<file path="src/hdl/video_defs.svh">
/*
 * video back end constants
 * raster totals, sync and blanking limits, CPU register
 * addresses and colour table selects for the download port
 */

`ifndef VIDEO_DEFS_SVH
`define VIDEO_DEFS_SVH

// ========================================
// raster geometry
`define H_TOTAL      384 // pixels per line
`define H_ACTIVE     256
`define H_SYNC_START 288
`define H_SYNC_END   320
`define V_TOTAL      264 // lines per frame
`define V_ACTIVE     224
`define V_SYNC_START 240
`define V_SYNC_END   244

// ========================================
// CPU register map
`define REG_HSCRL_LO 2'd0
`define REG_HSCRL_HI 2'd1 // only bit 0 used
`define REG_VSCRL    2'd2
`define REG_CTRL     2'd3 // bit 0 is screen flip

// colour table select, download address bits 9:8
`define PAL_RED   2'd0
`define PAL_GREEN 2'd1
`define PAL_BLUE  2'd2

`endif

</file>
<file path="src/hdl/video_pkg.sv">
/*
 * video types
 * coordinate, colour index and gun types, plus the layer pixel
 * byte seen either as a tile pixel or as a sprite pixel
 */

package video_pkg;

	typedef logic [8:0] hpos_t;       // 0..511 horizontal
	typedef logic [7:0] vpos_t;       // visible lines fit in a byte
	typedef logic [7:0] colour_idx_t;
	typedef logic [3:0] gun_t;        // one 4-bit colour gun

	// foreground tiles have four pens per palette
	typedef struct packed {
		logic [5:0] pal;
		logic [1:0] pen; // 0 is transparent
	} tile_pix_t;

	// sprites have sixteen pens per palette
	typedef struct packed {
		logic [3:0] pal;
		logic [3:0] pen; // 0 is transparent
	} sprite_pix_t;

	// same byte, two decodings
	typedef union packed {
		tile_pix_t   tile;
		sprite_pix_t sprite;
	} layer_pix_u;

endpackage

</file>
<file path="src/hdl/raster_timing.sv">
/*
 * raster timing
 * free running pixel and line counters, sync and blanking decode,
 * and raster coordinates mirrored while the screen is flipped
 */

`include "video_defs.svh"

module raster_timing
	import video_pkg::*;
(
	input  logic  pixel_clk,
	input  logic  RESET_n,
	input  logic  flip_i,
	output hpos_t raster_h_o,
	output vpos_t raster_v_o,
	output logic  hsync_o,
	output logic  vsync_o,
	output logic  hblank_o,
	output logic  vblank_o
);

	logic [8:0] h_cnt;
	logic [8:0] v_cnt; // needs 9 bits for 264 lines
	logic       h_wrap;
	logic       v_wrap;

	assign h_wrap = (h_cnt == 9'(`H_TOTAL - 1));
	assign v_wrap = (v_cnt == 9'(`V_TOTAL - 1));

	// ========================================
	// counters
	always_ff @(posedge pixel_clk or negedge RESET_n) begin
		if (!RESET_n) begin
			h_cnt <= '0;
		end else if (h_wrap) begin
			h_cnt <= '0;
		end else begin
			h_cnt <= h_cnt + 9'd1;
		end
	end

	// line count steps once per line
	always_ff @(posedge pixel_clk or negedge RESET_n) begin
		if (!RESET_n) begin
			v_cnt <= '0;
		end else if (h_wrap) begin
			if (v_wrap)
				v_cnt <= '0;
			else
				v_cnt <= v_cnt + 9'd1;
		end
	end

	// ========================================
	// sync and blank, always from the true scan
	assign hsync_o  = (h_cnt >= 9'(`H_SYNC_START)) && (h_cnt < 9'(`H_SYNC_END));
	assign vsync_o  = (v_cnt >= 9'(`V_SYNC_START)) && (v_cnt < 9'(`V_SYNC_END));
	assign hblank_o = (h_cnt >= 9'(`H_ACTIVE));
	assign vblank_o = (v_cnt >= 9'(`V_ACTIVE));

	// board mirrors the scan by inverting the counts
	assign raster_h_o = flip_i ? ~h_cnt : h_cnt;
	assign raster_v_o = flip_i ? ~v_cnt[7:0] : v_cnt[7:0];

	// ========================================
	// checks

	// counters never escape their totals, whatever the flip history
	a_h_range: assert property (
		@(posedge pixel_clk) disable iff (!RESET_n)
		h_cnt < 9'(`H_TOTAL)
	) else $error("h count out of range");

	a_v_range: assert property (
		@(posedge pixel_clk) disable iff (!RESET_n)
		v_cnt < 9'(`V_TOTAL)
	) else $error("v count out of range");

endmodule

</file>
<file path="src/hdl/scroll_regs.sv">
/*
 * scroll and control registers
 * CPU write port open only in vertical blank, h/v scroll and flip
 * registers, and the scrolled background fetch coordinates
 */

`include "video_defs.svh"

module scroll_regs
	import video_pkg::*;
(
	input  logic       pixel_clk,
	input  logic       RESET_n,
	input  logic       vblank_i,
	input  logic       reg_valid_i,
	input  logic [1:0] reg_addr_i,
	input  logic [7:0] reg_data_i,
	input  hpos_t      raster_h_i,
	input  vpos_t      raster_v_i,
	output logic       reg_ready_o,
	output logic       flip_o,
	output hpos_t      bg_h_o,
	output vpos_t      bg_v_o
);

	hpos_t h_scroll; // split over two addresses
	vpos_t v_scroll;
	logic  flip_q;
	logic  reg_wr;

	// scroll never changes mid frame
	assign reg_ready_o = vblank_i;
	assign reg_wr      = reg_valid_i && reg_ready_o;

	// ========================================
	// register file
	always_ff @(posedge pixel_clk or negedge RESET_n) begin
		if (!RESET_n) begin
			h_scroll <= '0;
			v_scroll <= '0;
			flip_q   <= 1'b0;
		end else if (reg_wr) begin
			case (reg_addr_i)
				`REG_HSCRL_LO: h_scroll[7:0] <= reg_data_i;
				`REG_HSCRL_HI: h_scroll[8]   <= reg_data_i[0];
				`REG_VSCRL:    v_scroll      <= reg_data_i;
				`REG_CTRL:     flip_q        <= reg_data_i[0];
				default: ;
			endcase
		end
	end

	assign flip_o = flip_q;

	// ========================================
	// background fetch position, wraps at 512 / 256
	always_ff @(posedge pixel_clk or negedge RESET_n) begin
		if (!RESET_n) begin
			bg_h_o <= '0;
			bg_v_o <= '0;
		end else begin
			bg_h_o <= raster_h_i + h_scroll;
			bg_v_o <= raster_v_i + v_scroll;
		end
	end

	// a stalled write keeps its address and data until blank opens the port
	a_hold: assert property (
		@(posedge pixel_clk) disable iff (!RESET_n)
		(reg_valid_i && !reg_ready_o) |=> ($stable(reg_addr_i) && $stable(reg_data_i))
	) else $error("register write changed while waiting");

endmodule

</file>
<file path="src/hdl/layer_priority.sv">
/*
 * layer priority
 * foreground over sprites over background, by pen transparency,
 * registered into the colour index
 */

module layer_priority
	import video_pkg::*;
(
	input  logic        pixel_clk,
	input  logic        RESET_n,
	input  layer_pix_u  fg_pix_i,
	input  layer_pix_u  sp_pix_i,
	input  colour_idx_t bg_pix_i,
	output colour_idx_t colour_idx_o
);

	colour_idx_t pick;
	logic        fg_opaque;
	logic        sp_opaque;

	// pen 0 lets the layer below show through
	assign fg_opaque = (fg_pix_i.tile.pen != 2'd0);
	assign sp_opaque = (sp_pix_i.sprite.pen != 4'd0);

	// ========================================
	// merge
	always_comb begin
		if (fg_opaque)
			pick = colour_idx_t'(fg_pix_i);   // whole byte, palette and pen
		else if (sp_opaque)
			pick = colour_idx_t'(sp_pix_i);
		else
			pick = bg_pix_i;                  // background is never transparent
	end

	always_ff @(posedge pixel_clk or negedge RESET_n) begin
		if (!RESET_n)
			colour_idx_o <= '0;
		else
			colour_idx_o <= pick;
	end

endmodule

</file>
<file path="src/hdl/palette_rom.sv">
/*
 * colour tables
 * red, green and blue 256-entry tables loaded through the download
 * port and read by the colour index into registered guns
 */

`include "video_defs.svh"

module palette_rom
	import video_pkg::*;
(
	input  logic        pixel_clk,
	input  logic        RESET_n,
	input  colour_idx_t colour_idx_i,
	input  logic        dn_wr_i,
	input  logic [9:0]  dn_addr_i,
	input  gun_t        dn_data_i,
	output gun_t        red_o,
	output gun_t        green_o,
	output gun_t        blue_o
);

	localparam int NUM_TABLES = 3;

	gun_t        gun_q [NUM_TABLES];
	logic [1:0]  dn_sel;
	colour_idx_t dn_entry;

	assign dn_sel   = dn_addr_i[9:8]; // which table
	assign dn_entry = dn_addr_i[7:0];

	// ========================================
	// one table per gun
	for (genvar t = 0; t < NUM_TABLES; t++) begin : g_table
		gun_t mem [256];

		always_ff @(posedge pixel_clk) begin
			if (dn_wr_i && (dn_sel == 2'(t)))
				mem[dn_entry] <= dn_data_i;
		end

		// guns are black until the first pixel after reset
		always_ff @(posedge pixel_clk or negedge RESET_n) begin
			if (!RESET_n)
				gun_q[t] <= '0;
			else
				gun_q[t] <= mem[colour_idx_i];
		end
	end

	assign red_o   = gun_q[`PAL_RED];
	assign green_o = gun_q[`PAL_GREEN];
	assign blue_o  = gun_q[`PAL_BLUE];

	// select 3 has no table behind it
	a_dn_sel: assert property (
		@(posedge pixel_clk) disable iff (!RESET_n)
		dn_wr_i |-> (dn_sel != 2'd3)
	) else $error("download write to missing table");

endmodule

</file>
<file path="src/hdl/video_core.sv">
/*
 * video back end top level
 * raster timing, scroll registers, layer priority and colour tables
 * for the vertical shooter board
 */

module video_core
	import video_pkg::*;
(
	input  logic        pixel_clk,
	input  logic        RESET_n,
	// CPU register writes
	input  logic        reg_valid_i,
	input  logic [1:0]  reg_addr_i,
	input  logic [7:0]  reg_data_i,
	output logic        reg_ready_o,
	// colour table download
	input  logic        dn_wr_i,
	input  logic [9:0]  dn_addr_i,
	input  gun_t        dn_data_i,
	// layer pixels
	input  layer_pix_u  fg_pix_i,
	input  layer_pix_u  sp_pix_i,
	input  colour_idx_t bg_pix_i,
	// coordinates to the layer generators
	output hpos_t       raster_h_o,
	output vpos_t       raster_v_o,
	output hpos_t       bg_h_o,
	output vpos_t       bg_v_o,
	// video out
	output gun_t        red_o,
	output gun_t        green_o,
	output gun_t        blue_o,
	output logic        hsync_o,
	output logic        vsync_o,
	output logic        hblank_o,
	output logic        vblank_o
);

	logic        flip;
	colour_idx_t colour_idx;

	raster_timing i_raster_timing (
		.pixel_clk  (pixel_clk),
		.RESET_n    (RESET_n),
		.flip_i     (flip),
		.raster_h_o (raster_h_o),
		.raster_v_o (raster_v_o),
		.hsync_o    (hsync_o),
		.vsync_o    (vsync_o),
		.hblank_o   (hblank_o),
		.vblank_o   (vblank_o)
	);

	scroll_regs i_scroll_regs (
		.pixel_clk   (pixel_clk),
		.RESET_n     (RESET_n),
		.vblank_i    (vblank_o), // write window
		.reg_valid_i (reg_valid_i),
		.reg_addr_i  (reg_addr_i),
		.reg_data_i  (reg_data_i),
		.raster_h_i  (raster_h_o),
		.raster_v_i  (raster_v_o),
		.reg_ready_o (reg_ready_o),
		.flip_o      (flip),
		.bg_h_o      (bg_h_o),
		.bg_v_o      (bg_v_o)
	);

	layer_priority i_layer_priority (
		.pixel_clk    (pixel_clk),
		.RESET_n      (RESET_n),
		.fg_pix_i     (fg_pix_i),
		.sp_pix_i     (sp_pix_i),
		.bg_pix_i     (bg_pix_i),
		.colour_idx_o (colour_idx)
	);

	palette_rom i_palette_rom (
		.pixel_clk    (pixel_clk),
		.RESET_n      (RESET_n),
		.colour_idx_i (colour_idx),
		.dn_wr_i      (dn_wr_i),
		.dn_addr_i    (dn_addr_i),
		.dn_data_i    (dn_data_i),
		.red_o        (red_o),
		.green_o      (green_o),
		.blue_o       (blue_o)
	);

endmodule

</file>
<file path="config.mk">
export PLATFORM = sky130hd
export DESIGN_NAME = video_core
export DESIGN_NICKNAME = d
export VERILOG_FILES = /design/src/hdl/video_pkg.sv /design/src/hdl/raster_timing.sv /design/src/hdl/scroll_regs.sv /design/src/hdl/layer_priority.sv /design/src/hdl/palette_rom.sv /design/src/hdl/video_core.sv
export VERILOG_INCLUDE_DIRS = /design/src /design/src/hdl
export SDC_FILE = /design/constraint.sdc
export NUM_CORES = 2
export LEC_CHECK = 0
export BUFFER_PORTS_ARGS = -buffer_cell sky130_fd_sc_hd__clkbuf_2
export CAP_MARGIN = 20
export CORE_ASPECT_RATIO = 1.1
export CORE_UTILIZATION = 57
export CTS_CLUSTER_SIZE = 25
export DETAILED_ROUTE_END_ITERATION = 12
export PLACE_DENSITY = 0.73
export SYNTH_ARGS = -nofsm -noshare
export SYNTH_HDL_FRONTEND = slang
export SYNTH_SLANG_ARGS = --single-unit
</file>
<file path="constraint.sdc">
create_clock -name pixel_clk -period 3.8 [get_ports pixel_clk]
set_clock_uncertainty 0.2 [all_clocks]
set_input_delay 0.38 -clock pixel_clk [delete_from_list [all_inputs] [get_ports pixel_clk]]
set_output_delay 0.38 -clock pixel_clk [all_outputs]
set_load 0.05 [all_outputs]
</file>
# Word-level counts from Yosys, hierarchy flattened
# Memories as Yosys holds them, arrays and structs flattened. A register that Yosys moved wholly into a read port is not among the register bits.
# Index checks and enable logic that the tools add are counted.
# word_totals
latchBits	0
mem_count	3
reg_bits	61
mem_bits_rw	3072
inputBits	52
wordCells	60
output_inout_bits	51
rom_bits	0
# memory_table
name	words	width	rd	rd_ports_with_merged_regs	wr	line_no	text
i_palette_rom.g_table[0].mem	256	4	1	1	1	palette_rom.sv:35	gun_t mem [256];
i_palette_rom.g_table[1].mem	256	4	1	1	1	palette_rom.sv:35	
i_palette_rom.g_table[2].mem	256	4	1	1	1	palette_rom.sv:35	
# op_classes
multipliers	0
n_reduce_logical	17
div_mod_pow	0
order_cmp	6
n_shift	0
n_mux	12
add_sub_neg	4
n_eq_ne	7
bitwise_logic	2
# ops
operator	n
two-way mux 9 bit	3
two-way mux 8 bit	3
adder 9 x 1 -> 9 bit, second input constant	2
equality test 9 bit, second input constant	2
>= comparator 9 x 8 -> 1 bit, second input constant	2
>= comparator 9 bit, second input constant	2
adder 9 bit	1
< comparator 9 x 8 -> 1 bit, second input constant	1
< comparator 9 bit, second input constant	1
inverter 9 bit	1
adder 8 bit	1
inverter 8 bit	1
AND reduction 2 bit	4
equality test 2 bit, second input constant	3
logical AND 1 bit	6
two-way mux 1 bit	6
equality test 2 x 1 -> 1 bit, second input constant	2
logical NOT 2 bit	2
nonzero test 4 bit	1
logical NOT 1 bit	3
nonzero test 2 bit	1

# Longest topological paths before layout
# logic_depth
depth_word	4
ltp_mapped	13
ltp_nobuf	11

# By module
# A second synthesis with hierarchy kept.
# hier_totals
hier_cells	6377
hier_area_um2	124112.8
# modules_own_cells
mod	seq_area_each_um2	area_per_inst_um2	cells_each	n_inst
palette_rom	92548.8	120904.7	6095	1
scroll_regs	875.8	1762.9	142	1
raster_timing	450.4	1088.5	107	1
layer_priority	200.2	356.6	33	1

# Least setup slack after synthesis
# Ideal clock, no wire load.
# synth_timing
path_kind	register -> register
start	reg i_scroll_regs.flip_q (netlist: i_scroll_regs.flip_o)
end	reg i_scroll_regs.bg_h_o[8]
path_buffers	2
required_time_ns	3.473
stages_incl_launch_ff	14
setup_slack_ns	-0.023
t_arrival_ns	3.496
setup_time_ns	0.127
path_cell_list	dfrtp_1 -> clkbuf_1 -> clkbuf_1 -> xor2_1 -> ha_1 -> inv_1 -> fa_1 -> nor2b_1 -> o21ai_0 -> nand2b_1 -> a21o_1 -> a21oi_1 -> o21ai_0 -> xnor2_1
# synth_via
elab_chain_cells	2
# synth_rtl
item	line_no	text
from (decl)	scroll_regs.sv:28	logic flip_q;
from (signal assigned)	scroll_regs.sv:47	`REG_CTRL: flip_q <= reg_data_i[0];
two-way mux 9 bit	raster_timing.sv:63	assign raster_h_o = flip_i ? ~h_cnt : h_cnt;
net raster_h_o[0]	video_core.sv:26	output hpos_t raster_h_o,
adder 9 bit	scroll_regs.sv:62	bg_h_o <= raster_h_i + h_scroll;
to (signal assigned)	scroll_regs.sv:62	
to (decl)	scroll_regs.sv:22	output hpos_t bg_h_o,
# The timed path passes the listed nets, and every way through them passes these cells.
# A chain may end at the register's enable or synchronous reset.

==> impl_metrics.tcl <==
set metrics [dict create \
    route.detailed.drc 0 \
    synth_fp_nets 6463 \
    clock_path_buffers 4 \
    async_flop_share 0.0232 \
    initial_utilization 0.573 \
    clock_latency_ps 970 \
    drv_slew 0 \
    setup_viol 0 \
    grt_pass1_wl_mm 445 \
    wirelength_mm 307 \
    rsz0062_at_grt "no" \
    max_freq_mhz 266 \
    netlist_area_um2 124000 \
    drt_iter0_drc 8184 \
    vias_per_cell 6.60 \
    synth_cell_type_count 60 \
    avgSynthCellArea_um2 19.4 \
    crit_path_start_kind "register" \
    endpoint_kind "register" \
    clk_pin_slew_worst_paths_ps 60 \
    cts_sinks 3145 \
    finalCriticalPeriod_ps 3760 \
    cp_max_fo 40 \
    max-vdd-ir-drop_mv 0.483 \
    die_y_um 491 \
    port_buffers 102 \
    drtAntennaViolNets 0 \
    synthToLayoutAreaGrowth_pct 12.6 \
    grt_start_max_net_pins 140 \
    syn_inst 6389 \
    pin_count 103 \
    antenna_found_initial 15 \
    synth_edf_count 3072 \
    power_density_nw_per_um2 529 \
    fin_nets 6778 \
    grt_pass1_vias 65700 \
    rows 179 \
    fin_util 0.645 \
    fin_area_um2 139000 \
    core_um2 216000 \
    totalPowerFinal_mw 73.7 \
    dpl.hpwl_mm 186 \
    fin_cells 9838 \
    gp_congestion 0.860 \
    grt.total_usage 0.281 \
    ys_seq_elements 3145 \
    first_pass_iters 10 \
    ys_warn_count 0 \
    vias 64900 \
    p_leak_nw 44.3 \
    die_area_um2 219000 \
    cts_tree "done" \
    drive_above_1_share 0.224 \
    hp-class "in2reg" \
    dp.cells 9222 \
    required_ps 4410 \
    grt-ovfl-total 0 \
    synthFlopType "edfxtp_1" \
    worstPathArrival_ps 4370 \
    crit_type "reg2reg" \
    maxSlewHeadroom 0.207 \
    clockRootBuffer "clkbuf_16" \
    final_hold_viol_count 0 \
    wl_per_cell_um 31.2 \
    placed_area_um2 129000 \
    cts_inserted_buffers 316 \
    status "finished clean" \
    yosysSeqAreaShare 0.760 \
    maxCapViolations 0 \
    min_period_over_period 0.989 \
    cts_htree_levels 5 \
    worst_slew_pin_slew_ps 1190 \
    die_w_um 446 \
]
routing by layer:
metal,part of all wire,up-vias,GRT usage
met3,0.099,683,0.0520
li1,-,26600,-
met4,0.049,0,0.131
met2,0.49,3886,0.452
met5,0,-,0
met1,0.36,33700,0.377
cell usage after synthesis, drive strengths merged (20+ instances only):
cell	instances	area, µm²
a211oi	25	188
a21boi	23	173
a21oi	141	706
a221oi	31	272
a22oi	228	1710
a31oi	26	163
buf	206	1540
clkbuf	226	848
dfrtp	73	1830
edfxtp	3072	92200
ha	20	250
mux2	24	270
mux2i	196	1960
mux4	659	14800
nand2	113	427
nand2b	22	138
nand3	30	150
nor2	851	3200
nor3	39	200
nor4	46	294
o21ai	74	370
o221ai	36	315
o22ai	50	313
xor2	23	201
area by class of cell:
class | instances | area, µm²
multi-input cells | 2799 | 27400
flip-flops and latches | 3145 | 94100
diodes | 13 | 32.5
fillers | 13900 | 76700
repair buffers | 429 | 4030
inverters | 13 | 48.8
clock inverters | 169 | 1840
well taps | 2896 | 3620
clock buffers | 374 | 8310
cells by family (layout without fill, tap and decap cells):
kind of cell | count (synthesis) | count (layout) | share of synthesized area
buf+inv | 445 | 985 | 0.0197
fa+ha+maj | 22 | 22 | 0.00235
other cells | 0 | 13 | 0
compound gates | 707 | 707 | 0.0389
mux | 879 | 879 | 0.138
xor+xnor | 38 | 38 | 0.00269
flops | 3145 | 3145 | 0.760
simple gates | 1153 | 1153 | 0.0384
sequential cells by signal, indices dropped and copies added, names as in the netlist, 8 cells and up:
name and cells:
i_palette_rom.g_table.mem 3072, i_scroll_regs.h_scroll 9, i_scroll_regs.v_scroll 8, i_raster_timing.v_cnt 9
i_scroll_regs.bg_h_o 9, i_scroll_regs.bg_v_o 8, i_layer_priority.colour_idx_o 8, i_raster_timing.h_cnt 9
through the flow:
stage	TNS (ps)	worst slack, ps	hold slack, ps
3_5_place_dp	-222	-222	280
3_3_place_gp	-255	-255	262
2_1_floorplan	0	142	-116
6_report	0	42.6	84.6
5_1_grt	0	105	80.5
4_1_cts	0	9.08	17.7
worst max-delay path, stage by stage, from the launching register on:
cell,delay (ps)
dfrtp_4,460
buf_4,560
buf_4,490
mux4_2,360
a22oi_1,260
a21boi_0,250
nor4_1,690
buf_4,230
nor4_1,50
final timing paths:
kind                                                  start                                to  slack, ps  cells past startpoint
max reg2reg                i_layer_priority.colour_idx_o[1]           i_palette_rom.blue_o[3]         40                      8
max in group asynchronous                           RESET_n  i_layer_priority.colour_idx_o[1]       2770                      4
min                                           reg_data_i[7]         i_scroll_regs.h_scroll[7]         80                      3
min reg2reg                       i_scroll_regs.h_scroll[0]         i_scroll_regs.h_scroll[0]        320                      1
min in group asynchronous                           RESET_n          i_raster_timing.v_cnt[4]        330                      4
max                        i_layer_priority.colour_idx_o[1]           i_palette_rom.blue_o[3]         40                      8
where the power goes:
part	switching [mW]	internal (mW)	total (mW)
Clock	12.7	18.2	30.9
Sequential	0.150	38.1	38.3
Combinational	2.89	1.63	4.52
Total	15.8	57.9	73.7
cells in the final DEF (no fill, tap or decap), types with 20 or more instances in the layout:
master	n
a211oi_1	25
a21boi_0	23
a21oi_1	141
a221oi_1	31
a22oi_1	228
a31oi_1	26
buf_12	69
buf_4	204
bufinv_16	38
clkbuf_1	46
clkbuf_16	322
clkbuf_2	97
clkinv_1	54
clkinv_2	51
dfrtp_1	68
dlygate4sd3_1	54
edfxtp_1	3072
ha_1	20
mux2_2	24
mux2i_1	196
mux4_2	659
nand2_1	104
nand3_1	24
nor2_1	846
nor3_1	35
nor4_1	44
o21ai_0	73
o221ai_1	36
o22ai_1	50
xor2_1	22
what timing repair did:
| action | 4_1_cts | 5_1_grt |
|---|---|---|
| hold buffers | 55 | 0 |
| resized for setup | 1 | 2 |
| endpoints found under the hold margin | 582 | 0 |
| pin swaps | 0 | 1 |
| buffers inserted | 0 | 5 |
| endpoints found under the setup margin | 1 | 3 |
Note: power is estimated with default switching activity, not from simulation.
